[src/common/cgmii_config.svh]
`ifndef CGMII_CONFIG_SVH
`define CGMII_CONFIG_SVH

// block and control widths
`define LEN_TX_DATA 64
`define LEN_TX_CTRL 8
`define LEN_CHAR    8
`define N_LANES     8

// CGMII characters
`define IDLE_CHAR 8'h07
`define TERM_CHAR 8'hFD

// control vectors, one bit per lane, lane 0 is the msb
`define IDLE_CTRL  8'hFF
`define DATA_CTRL  8'h00
`define START_CTRL 8'h80
`define ORD_CTRL   8'h80

// fixed blocks
`define START_BLOCK 64'hFB6879736963616C
`define ORD_BLOCK   64'h9C68797300000000

// ordered-set blocks sent after reset
`define INIT_BLOCKS 4

// frame length source
`define LEN_LFSR  16
`define LFSR_SEED 16'hACE1
`define LFSR_TAPS 16'hB400

// length field widths
`define NB_IDLE 5
`define NB_DATA 4
`define NB_TERM 3
`define NB_CNT  `NB_IDLE

`endif

[src/common/cgmii_pkg.sv]
package cgmii_pkg;

	// frame sequencer states
	typedef enum logic [2:0]
	{
		ST_INIT  = 3'd0, // ordered sets after reset
		ST_IDLE  = 3'd1,
		ST_START = 3'd2,
		ST_DATA  = 3'd3,
		ST_TERM  = 3'd4
	} fsm_state_e;

	// kind of 64-bit block put on the CGMII lanes
	typedef enum logic [2:0]
	{
		BLK_ORD   = 3'd0,
		BLK_IDLE  = 3'd1,
		BLK_START = 3'd2,
		BLK_DATA  = 3'd3,
		BLK_TERM  = 3'd4
	} blk_kind_e;

endpackage

[src/verilog/data_generator.sv]
`timescale 1ns/1ps
`include "cgmii_config.svh"

module data_generator
(
	input  logic                      i_clock,
	input  logic                      i_rst,
	input  logic                      i_enable,
	output logic [`LEN_TX_DATA-1:0]   o_data_block
);

localparam logic [`LEN_CHAR-1:0] STEP = `N_LANES;

logic [`LEN_CHAR-1:0] base; // byte value of lane 0

always_ff @(posedge i_clock)
begin
	if (i_rst)
		base <= '0;
	else if (i_enable)
		base <= base + STEP;  // wraps mod 256
end

// lane 0 sits in the top byte
always_comb
begin
	for (int lane = 0; lane < `N_LANES; lane++)
	begin
		o_data_block[`LEN_TX_DATA-1-lane*`LEN_CHAR -: `LEN_CHAR] =
			base + `LEN_CHAR'(lane);
	end
end

endmodule

[src/verilog/frame_rand.sv]
`timescale 1ns/1ps
`include "cgmii_config.svh"

module frame_rand
(
	input  logic                   i_clock,
	input  logic                   i_rst,
	input  logic                   i_step,
	output logic [`NB_IDLE-1:0]    o_n_idle,
	output logic [`NB_DATA-1:0]    o_n_data,
	output logic [`NB_TERM-1:0]    o_n_term
);

logic [`LEN_LFSR-1:0] lfsr;

// galois form, shift right and fold taps back on a one
always_ff @(posedge i_clock)
begin
	if (i_rst)
		lfsr <= `LFSR_SEED;
	else if (i_step)
		lfsr <= (lfsr >> 1) ^ (lfsr[0] ? `LFSR_TAPS : '0);
end

// field slices, offset so no length is zero
assign o_n_idle = {1'b0, lfsr[3:0]} + `NB_IDLE'(1); // 1..16
assign o_n_data = {1'b0, lfsr[6:4]} + `NB_DATA'(1); // 1..8
assign o_n_term = lfsr[9:7];

endmodule

[src/frame_gen/cgmii_fsm.sv]
`timescale 1ns/1ps
`include "cgmii_config.svh"

module cgmii_fsm
(
	input  logic                   i_clock,
	input  logic                   i_rst,
	input  logic [`NB_IDLE-1:0]    i_n_idle,
	input  logic [`NB_DATA-1:0]    i_n_data,
	output cgmii_pkg::fsm_state_e  o_state,
	output logic                   o_data_adv,
	output logic                   o_frame_end
);

localparam logic [`NB_CNT-1:0] INIT_LIMIT = `INIT_BLOCKS;
localparam logic [`NB_CNT-1:0] ONE        = 1;

cgmii_pkg::fsm_state_e  state;
cgmii_pkg::fsm_state_e  state_next;
logic [`NB_CNT-1:0]     cnt;        // blocks sent in the current state, from 1
logic [`NB_CNT-1:0]     cnt_limit;
logic                   cnt_done;

// length of the current state in blocks
always_comb
begin
	case (state)
		cgmii_pkg::ST_INIT:
		begin
			cnt_limit = INIT_LIMIT;
		end
		cgmii_pkg::ST_IDLE:
		begin
			cnt_limit = i_n_idle;
		end
		cgmii_pkg::ST_DATA:
		begin
			cnt_limit = {{(`NB_CNT-`NB_DATA){1'b0}}, i_n_data};
		end
		default:
		begin
			cnt_limit = ONE; // start and terminate are single blocks
		end
	endcase
end

assign cnt_done = (cnt == cnt_limit);

always_comb
begin
	case (state)
		cgmii_pkg::ST_INIT:  state_next = cgmii_pkg::ST_IDLE;
		cgmii_pkg::ST_IDLE:  state_next = cgmii_pkg::ST_START;
		cgmii_pkg::ST_START: state_next = cgmii_pkg::ST_DATA;
		cgmii_pkg::ST_DATA:  state_next = cgmii_pkg::ST_TERM;
		cgmii_pkg::ST_TERM:  state_next = cgmii_pkg::ST_IDLE;
		default:             state_next = cgmii_pkg::ST_INIT;
	endcase
end

always_ff @(posedge i_clock)
begin
	if (i_rst)
	begin
		state <= cgmii_pkg::ST_INIT;
		cnt   <= ONE;
	end
	else if (cnt_done)
	begin
		state <= state_next;
		cnt   <= ONE;
	end
	else
	begin
		cnt <= cnt + ONE;
	end
end

assign o_state     = state;
assign o_data_adv  = (state == cgmii_pkg::ST_DATA) || (state == cgmii_pkg::ST_TERM);
assign o_frame_end = (state == cgmii_pkg::ST_TERM); // terminate always lasts one cycle

endmodule

[src/frame_gen/block_encoder.sv]
`timescale 1ns/1ps
`include "cgmii_config.svh"

module block_encoder
(
	input  logic                      i_clock,
	input  logic                      i_rst,
	input  cgmii_pkg::fsm_state_e     i_state,
	input  logic [`LEN_TX_DATA-1:0]   i_data_block,
	input  logic [`NB_TERM-1:0]       i_n_term,
	output logic [`LEN_TX_DATA-1:0]   o_tx_data,
	output logic [`LEN_TX_CTRL-1:0]   o_tx_ctrl
);

cgmii_pkg::blk_kind_e      kind;
logic [`LEN_TX_DATA-1:0]   term_data;
logic [`LEN_TX_CTRL-1:0]   term_ctrl;

always_comb
begin
	case (i_state)
		cgmii_pkg::ST_INIT:  kind = cgmii_pkg::BLK_ORD;
		cgmii_pkg::ST_START: kind = cgmii_pkg::BLK_START;
		cgmii_pkg::ST_DATA:  kind = cgmii_pkg::BLK_DATA;
		cgmii_pkg::ST_TERM:  kind = cgmii_pkg::BLK_TERM;
		default:             kind = cgmii_pkg::BLK_IDLE;
	endcase
end

// data lanes first, then T, then idle fill (T0 to T7)
always_comb
begin
	term_data = '0;
	for (int lane = 0; lane < `N_LANES; lane++)
	begin
		if (lane < i_n_term)
		begin
			term_data[`LEN_TX_DATA-1-lane*`LEN_CHAR -: `LEN_CHAR] =
				i_data_block[`LEN_TX_DATA-1-lane*`LEN_CHAR -: `LEN_CHAR];
		end
		else if (lane == i_n_term)
		begin
			term_data[`LEN_TX_DATA-1-lane*`LEN_CHAR -: `LEN_CHAR] = `TERM_CHAR;
		end
		else
		begin
			term_data[`LEN_TX_DATA-1-lane*`LEN_CHAR -: `LEN_CHAR] = `IDLE_CHAR;
		end
	end
end

assign term_ctrl = `IDLE_CTRL >> i_n_term; // data lanes drop out of the ctrl mask

always_ff @(posedge i_clock)
begin
	if (i_rst)
	begin
		o_tx_data <= {`N_LANES{`IDLE_CHAR}};
		o_tx_ctrl <= `IDLE_CTRL;
	end
	else
	begin
		case (kind)
			cgmii_pkg::BLK_ORD:
			begin
				o_tx_data <= `ORD_BLOCK;
				o_tx_ctrl <= `ORD_CTRL;
			end
			cgmii_pkg::BLK_START:
			begin
				o_tx_data <= `START_BLOCK;
				o_tx_ctrl <= `START_CTRL;
			end
			cgmii_pkg::BLK_DATA:
			begin
				o_tx_data <= i_data_block;
				o_tx_ctrl <= `DATA_CTRL;
			end
			cgmii_pkg::BLK_TERM:
			begin
				o_tx_data <= term_data;
				o_tx_ctrl <= term_ctrl;
			end
			default:
			begin
				o_tx_data <= {`N_LANES{`IDLE_CHAR}};
				o_tx_ctrl <= `IDLE_CTRL;
			end
		endcase
	end
end

endmodule

[src/frame_gen/frame_generator.sv]
`timescale 1ns/1ps
`include "cgmii_config.svh"

module frame_generator
(
	input  logic                      i_clock,
	input  logic                      i_rst,
	output logic [`LEN_TX_DATA-1:0]   o_tx_data,
	output logic [`LEN_TX_CTRL-1:0]   o_tx_ctrl
);

cgmii_pkg::fsm_state_e     state;
logic                      data_adv;
logic                      frame_end;
logic [`LEN_TX_DATA-1:0]   data_block;
logic [`NB_IDLE-1:0]       n_idle;
logic [`NB_DATA-1:0]       n_data;
logic [`NB_TERM-1:0]       n_term;

cgmii_fsm u_cgmii_fsm
(
	.i_clock     (i_clock),
	.i_rst       (i_rst),
	.i_n_idle    (n_idle),
	.i_n_data    (n_data),
	.o_state     (state),
	.o_data_adv  (data_adv),
	.o_frame_end (frame_end)
);

block_encoder u_block_encoder
(
	.i_clock      (i_clock),
	.i_rst        (i_rst),
	.i_state      (state),
	.i_data_block (data_block),
	.i_n_term     (n_term),
	.o_tx_data    (o_tx_data),
	.o_tx_ctrl    (o_tx_ctrl)
);

data_generator u_data_generator
(
	.i_clock      (i_clock),
	.i_rst        (i_rst),
	.i_enable     (data_adv),   // data and terminate blocks consume bytes
	.o_data_block (data_block)
);

// new lengths for every frame
frame_rand u_frame_rand
(
	.i_clock  (i_clock),
	.i_rst    (i_rst),
	.i_step   (frame_end),
	.o_n_idle (n_idle),
	.o_n_data (n_data),
	.o_n_term (n_term)
);

endmodule

[config.mk]
export PLATFORM = sky130hd
export DESIGN_NAME = frame_generator
export DESIGN_NICKNAME = d
export VERILOG_FILES = /design/src/common/cgmii_pkg.sv /design/src/verilog/data_generator.sv /design/src/verilog/frame_rand.sv /design/src/frame_gen/cgmii_fsm.sv /design/src/frame_gen/block_encoder.sv /design/src/frame_gen/frame_generator.sv
export VERILOG_INCLUDE_DIRS = /design/src /design/src/common
export SDC_FILE = /design/constraint.sdc
export NUM_CORES = 1
export LEC_CHECK = 0
export ABC_CLOCK_PERIOD_IN_PS = 1600
export BUFFER_PORTS_ARGS = -buffer_cell sky130_fd_sc_hd__buf_2
export CAP_MARGIN = 10
export CELL_PAD_IN_SITES_DETAIL_PLACEMENT = 0
export CELL_PAD_IN_SITES_GLOBAL_PLACEMENT = 1
export CORE_MARGIN = 3
export CORE_UTILIZATION = 39
export DETAILED_ROUTE_END_ITERATION = 10
export GPL_ROUTABILITY_DRIVEN = 0
export PLACE_DENSITY = 0.83
export SYNTH_ARGS = -nofsm -noshare
export SYNTH_HDL_FRONTEND = slang
export SYNTH_HIERARCHICAL = 1
export SYNTH_SLANG_ARGS = --single-unit
[constraint.sdc]
create_clock -name i_clock -period 1.6 [get_ports i_clock]
set_input_delay 0.32 -clock i_clock [delete_from_list [all_inputs] [get_ports i_clock]]
set_output_delay 0.32 -clock i_clock [all_outputs]
set_load 0.02 [all_outputs]
==> flow_metrics.env, run 1 <==
export IMPL_die_width_um=118
export IMPL_grt_pass1_wl_um=19300
export IMPL_antenna_left=0
export IMPL_cp_num_buf_inv=1
export IMPL_clockBufferDepth=2
export IMPL_startpoint="u_frame_rand/lfsr[1]"
export IMPL_worstHoldStart="i_rst"
export IMPL_wl_per_cell_um=14.9
export IMPL_antenna_found_initial=0
export IMPL_drive_gt1_share_pct=38.6
export IMPL_boundaryPins=74
export IMPL_via_count=4018
export IMPL_synth_ff_type="dfxtp_1"
export IMPL_synthCells=542
export IMPL_final_util_pct=50.9
export IMPL_peakVddDrop_uv=746
export IMPL_hpwl_um=8160
export IMPL_period_needed_ns=1.79
export IMPL_pre_cts_ws_ns=-0.252
export IMPL_grt_ovfl_total=0
export IMPL_ys_async_sr_fraction_pct=0
export IMPL_viasPerCell=5.01
export IMPL_grt_setup_unrepaired="true"
export IMPL_wirelength_um=11900
export IMPL_num_antenna_cells=0
export IMPL_hold_viol_final=0
export IMPL_hold_class="in2reg"
export IMPL_fin_nets=636
export IMPL_p_total_mw=9.04
export IMPL_fmax_mhz=558
export IMPL_worst_slack_ns=-0.192
export IMPL_fillers=1125
export IMPL_maxSlewViolCount=0
export IMPL_criticalPathCategory="reg2reg"
export IMPL_min_period_over_period_pct=112
export IMPL_initial_utilization_pct=40.4
export IMPL_r2r_start="u_frame_rand/lfsr[1]"
export IMPL_netlist_area_um2=4910
export IMPL_die_height_um=118
export IMPL_r2r_cells=8
export IMPL_yosys_area_top_type_share_pct=41.2
export IMPL_grt_pass1_vias=3922
export IMPL_synth_top_cells_by_area="dfxtp_1, buf_4, a21oi_1"
export IMPL_cts_hold_buf=0
export IMPL_crit_path_max_fanout=3
export IMPL_outcome="complete, but fails checks"
export IMPL_worstSkewPairLatency_ns=0.35
export IMPL_worstPathRequired_ns=1.82
export IMPL_synth_cell_type_count=75
export IMPL_cp_top_family="simple AND/OR/NAND/NOR gates"
export IMPL_syn2layout_area_growth_pct=26.1
export IMPL_synth_common_cells="dfxtp_1, buf_4, a21oi_1"
export IMPL_drc=0
export IMPL_path_cells="ha_4, and3_4, and4bb_1, xnor2_2, nand4_2, buf_6, o31ai_2, a21oi_2"
export IMPL_drt_pass1_iterations=4
export IMPL_synth_edf_count=0
export IMPL_violations="negative setup slack"
export IMPL_h_tree_depth=3
export IMPL_cp_start_kind="flip-flop"
export IMPL_yosysMostFrequentCell="dfxtp_1"
export IMPL_fin_skew_ns=0.00842
export IMPL_worstSetupPathDepth=8
export IMPL_clkTransAtPathRegs_ns=0.06
export IMPL_cp_arrival_ns=2.02
export IMPL_synth_avg_cell_area_um2=9.06
export IMPL_ys_warn_count=6
export IMPL_grt_util_all_layers_pct=16.7
export IMPL_p_per_area_nw_per_um2=1460
export IMPL_slowest_stage="dfxtp_4"
export IMPL_min_path_cells=3
export IMPL_cts_buffers=9
export IMPL_drv_cap=0
export IMPL_cts_root_buf="clkbuf_16"
export IMPL_drt_iter0_markers=276
export IMPL_num_rows=40
export IMPL_setup_viol=8
export IMPL_leakage_nw=2.55
export IMPL_dieArea_um2=14000
export IMPL_ys_ff_latch=101
export IMPL_cts_tree="built"
export IMPL_port_buffers=73
export IMPL_cts_sinks=101
export IMPL_grt_max_degree=32
export IMPL_synth_top_area_cell="dfxtp_1"
export IMPL_worst_setup_path_end_kind="flip-flop"
export IMPL_cpPeakStageDelay_ns=0.36
export IMPL_fp_coreArea_um2=12200
export IMPL_synth_seq_area_share_pct=41.2
-- cells in the final DEF, fill, tap and decap left out, types with 4 or more instances in the layout --
master / n
dfxtp_1: 92
buf_2: 75
buf_4: 71
nand2_1: 39
a21oi_1: 37
nor2_1: 28
conb_1: 24
o21ai_0: 19
inv_1: 12
mux2i_1: 12
a31oi_1: 11
nand3_1: 10
clkbuf_16: 9
buf_6: 8
o21bai_1: 8
nand4_1: 8
nor3_1: 7
xnor2_1: 7
dfxtp_2: 7
o21ai_1: 6
nand2b_1: 6
a32oi_1: 6
a211oi_1: 5
nor3_4: 5
nor2b_1: 4
a21oi_2: 4
nand3b_1: 4
o21a_1: 4
xor2_1: 4
-- kinds of logic after synthesis --
group / Yosys count / synth area share (%)
adders and majority gates: 4 / 1.02
other: 2 / 0.153
xor gates and xnor gates: 15 / 2.98
buffers and inverters: 116 / 15.1
DFF: 101 / 41.2
AOI/OAI and AO/OA: 128 / 17.3
muxes: 17 / 3.67
and+or+nand+nor: 159 / 18.6
-- worst reg2reg max path: stages, from the launching register on --
cell	delay [ns]
dfxtp_4	0.36
ha_4	0.16
and3_4	0.17
and4bb_1	0.21
xnor2_2	0.19
nand4_2	0.13
buf_6	0.17
o31ai_2	0.20
a21oi_2	0.09
-- routing by layer --
metal	vias to the layer above	GRT usage, %	wire (um)
li1	1982	-	-
met1	1895	21.4	5280
met2	123	27.7	5820
met3	18	3.59	592
met4	0	6.23	223
met5	-	0	0
-- what timing repair did --
item                                   4_1_cts  5_1_grt
setup buffers                                8        6
endpoints found under the hold margin        0        0
pin swaps                                   12        5
resized for setup                           34       50
cloned                                       0        1
setup endpoints to repair                   61       66
-- through the flow --
step	TNS [ns]	area, um2	hold slack (ns)	std cells
after floorplan	-0.231	5000	0.389	564
after global placement	-3.81	5450	0.454	773
after detailed placement	-5.85	5450	0.468	773
after CTS	-0.771	5940	0.379	796
after global routing	-2.25	6190	0.420	802
final	-1.33	6190	0.418	802
-- final timing paths --
| check | endpoint | slack [ns] |
|---|---|---|
| hold / removal | u_block_encoder/o_tx_data[39] | 0.42 |
| setup reg to reg | u_cgmii_fsm/o_state[0] | -0.19 |
| hold reg to reg | u_frame_rand/lfsr[11] | 0.49 |
| setup / recovery | u_cgmii_fsm/o_state[0] | -0.19 |
-- area by class of cell --
class / instances / area [um2] / area share (%)
Timing Repair Buffer: 159 / 1090 / 17.6
Clock buffer: 10 / 229 / 3.70
Tap cell: 168 / 210 / 3.39
Multi-Input combinational cell: 347 / 2500 / 40.4
Sequential cell: 101 / 2040 / 32.9
Clock inverter: 5 / 83.8 / 1.35
Inverter: 12 / 45.0 / 0.727
-- sequential cells by signal, indices dropped and copies added (netlist names) --
register / cells
u_block_encoder/o_tx_ctrl: 8
u_block_encoder/o_tx_data: 64
u_cgmii_fsm/cnt: 5
u_cgmii_fsm/o_state: 3
u_frame_rand/lfsr: 16
u_data_generator/base: 5
-- where the power goes --
group          switching (mW)  leakage (nW)  internal (mW)  total [mW]
combinational            2.10          1.58           1.48        3.59
sequential              0.196         0.832           2.97        3.17
clock                   0.916         0.145           1.37        2.28
(Power assumes the default switching activity.)
==> inputs of run 2 (changes only) <==
--- a/config.mk
+++ b/config.mk
@@ -6,16 +6,16 @@
 export SDC_FILE = /design/constraint.sdc
 export NUM_CORES = 1
 export LEC_CHECK = 0
-export ABC_CLOCK_PERIOD_IN_PS = 1600
+export ABC_CLOCK_PERIOD_IN_PS = 1900
 export BUFFER_PORTS_ARGS = -buffer_cell sky130_fd_sc_hd__buf_2
 export CAP_MARGIN = 10
 export CELL_PAD_IN_SITES_DETAIL_PLACEMENT = 0
 export CELL_PAD_IN_SITES_GLOBAL_PLACEMENT = 1
 export CORE_MARGIN = 3
-export CORE_UTILIZATION = 39
+export CORE_UTILIZATION = 43
 export DETAILED_ROUTE_END_ITERATION = 10
 export GPL_ROUTABILITY_DRIVEN = 0
-export PLACE_DENSITY = 0.83
+export PLACE_DENSITY = 0.86
 export SYNTH_ARGS = -nofsm -noshare
 export SYNTH_HDL_FRONTEND = slang
 export SYNTH_HIERARCHICAL = 1
==> constraint.sdc (replaced) <==
create_clock -name i_clock -period 1.9 [get_ports i_clock]
set_input_delay 0.38 -clock i_clock [delete_from_list [all_inputs] [get_ports i_clock]]
set_output_delay 0.38 -clock i_clock [all_outputs]
set_load 0.02 [all_outputs]
==> flow_metrics.env, run 2 (synthesis gave the netlist of run 1 again) <==
export IMPL_grt_pass1_wl_um=17700
export IMPL_stdcell_count=731
export IMPL_port_buffers=73
export IMPL_maxSlewViolCount=0
export IMPL_period_needed_ns=1.86
export IMPL_initial_utilization_pct=44.7
export IMPL_setup_viol=0
export IMPL_via_count=3727
export IMPL_boundaryPins=74
export IMPL_cts_buffers=9
export IMPL_p_per_area_nw_per_um2=1250
export IMPL_hpwl_um=7820
export IMPL_dp_cells=715
export IMPL_drt_pass1_iterations=4
export IMPL_die_width_um=113
export IMPL_num_antenna_cells=0
export IMPL_cts_tree="built"
export IMPL_cts_root_buf="clkbuf_16"
export IMPL_grt_util_all_layers_pct=17.3
export IMPL_leakage_nw=2.28
export IMPL_peakVddDrop_uv=562
export IMPL_fin_skew_ns=0.0103
export IMPL_cp_start_kind="flip-flop"
export IMPL_min_period_over_period_pct=97.7
export IMPL_clockBufferDepth=2
export IMPL_h_tree_depth=3
export IMPL_fp_coreArea_um2=11000
export IMPL_hold_class="reg2reg"
export IMPL_die_height_um=113
export IMPL_worstSkewPairLatency_ns=0.35
export IMPL_fin_nets=592
export IMPL_post_cts_buffers=0
export IMPL_wl_per_cell_um=15.0
export IMPL_outcome="finished, final reports clean"
export IMPL_fmax_mhz=539
export IMPL_antenna_found_initial=0
export IMPL_crit_path_max_fanout=4
export IMPL_viasPerCell=5.10
export IMPL_timing_hold_ws_ns=0.486
export IMPL_clkTransAtPathRegs_ns=0.07
export IMPL_drive_gt1_share_pct=28.9
export IMPL_layout_commonest_cell="dfxtp_1"
export IMPL_syn2layout_area_growth_pct=13.7
export IMPL_antenna_left=0
export IMPL_drc=0
export IMPL_cts_sinks=101
export IMPL_drt_iter0_markers=162
export IMPL_final_cell_mix="dfxtp_1, buf_2, a21oi_1"
export IMPL_grt_ovfl_total=0
export IMPL_worst_setup_path_end_kind="flip-flop"
export IMPL_drv_cap=0
export IMPL_p_total_mw=6.98
export IMPL_worstPathRequired_ns=2.13
export IMPL_fin_setup_tns_ns=0
export IMPL_grt_pass1_vias=3493
export IMPL_dieArea_um2=12700
export IMPL_grt_max_degree=38
export IMPL_relSlewSlack_pct=55.9
export IMPL_pre_cts_ws_ns=0.0385
export IMPL_largestRegisters="u_block_encoder/o_tx_data: 64 flops, u_frame_rand/lfsr: 16 flops, u_block_encoder/o_tx_ctrl: 8 flops"
export IMPL_hold_viol_final=0
export IMPL_worst_pin_slew_ns=0.658
export IMPL_criticalPathCategory="reg2reg"
export IMPL_cp_arrival_ns=2.08
export IMPL_num_rows=38
export IMPL_worst_slack_ns=0.0440
export IMPL_grt_setup_unrepaired="true"
export IMPL_largest_register_ffs=64
export IMPL_wirelength_um=11000
export IMPL_largest_register="u_block_encoder/o_tx_data"
==> run 2: cell types whose count changed in the layout (fill, tap and decap cells not counted), moves of 3 or more <==
| cell | delta |
|---|---|
| nor3b_2 | +3 |
| mux2i_2 | -3 |
| nor2b_2 | -3 |
| buf_4 | -32 |
| buf_6 | -8 |
| o21ai_0 | +3 |
| nor2b_1 | +3 |
| mux2i_1 | +3 |
| a21oi_1 | +3 |
| nor3_2 | +3 |
| nor3_4 | -5 |
| a21oi_2 | -4 |
| o21ai_1 | -3 |
| o31ai_1 | +3 |
==> run 2: through the flow <==
| stage | util (%) | instance area, um2 |
|---|---|---|
| 3_5_place_dp | 47.3 | 5200 |
| 2_1_floorplan | - | 4990 |
| 6_report | 50.9 | 5590 |
| 3_3_place_gp | 47.3 | 5200 |
| 5_1_grt | 50.9 | 5590 |
| 4_1_cts | 50.3 | 5520 |
==> run 2: where the power goes <==
group          total (mW)  internal [mW]  switching [mW]
Combinational        2.33          0.872            1.46
Sequential           2.68           2.50           0.178
Clock                1.98           1.19           0.781
Total                6.98           4.56            2.42
==> run 2: repair_timing <==
action,in CTS,in global routing
gates resized for setup,0,18
hold buffers,0,0
setup endpoints to repair,0,33
==> run 2: final timing paths <==
path	startpoint	endpoint	slack [ns]	depth (start not counted)
worst min register to register	u_frame_rand/lfsr[15]	u_frame_rand/lfsr[15]	0.49	2
worst max register to register	u_frame_rand/lfsr[1]	u_cgmii_fsm/cnt[1]	0.04	8
worst min-delay path	u_frame_rand/lfsr[15]	u_frame_rand/lfsr[15]	0.49	2
worst max-delay path	u_frame_rand/lfsr[1]	u_cgmii_fsm/cnt[1]	0.04	8
==> run 2: cell type report <==
| class | count | area (um2) |
|---|---|---|
| repair buffers | 115 | 718 |
| clock buffers | 11 | 243 |
| multi-input cells | 347 | 2290 |
| clock inverters | 5 | 82.6 |
| flip-flops and latches | 101 | 2030 |
| well taps | 140 | 175 |
| inverters | 12 | 45.0 |
| fillers | 1000 | 5400 |
==> run 2: critical path, cell delays in order (launching register included) <==
cell	delay, ns
dfxtp_4	0.36
ha_4	0.16
and3_4	0.16
and4bb_1	0.21
xnor2_2	0.18
nand4_2	0.19
nor3_2	0.24
buf_4	0.18
nor3b_2	0.04
==> run 2: metal layers <==
metal  vias to the layer above  track usage [%]  wire, um
li1                       1888                -         -
met1                      1715             22.9      4940
met2                       115             27.3      5140
met3                         9             4.60       735
met4                         0             6.17       165
met5                         -                0         0
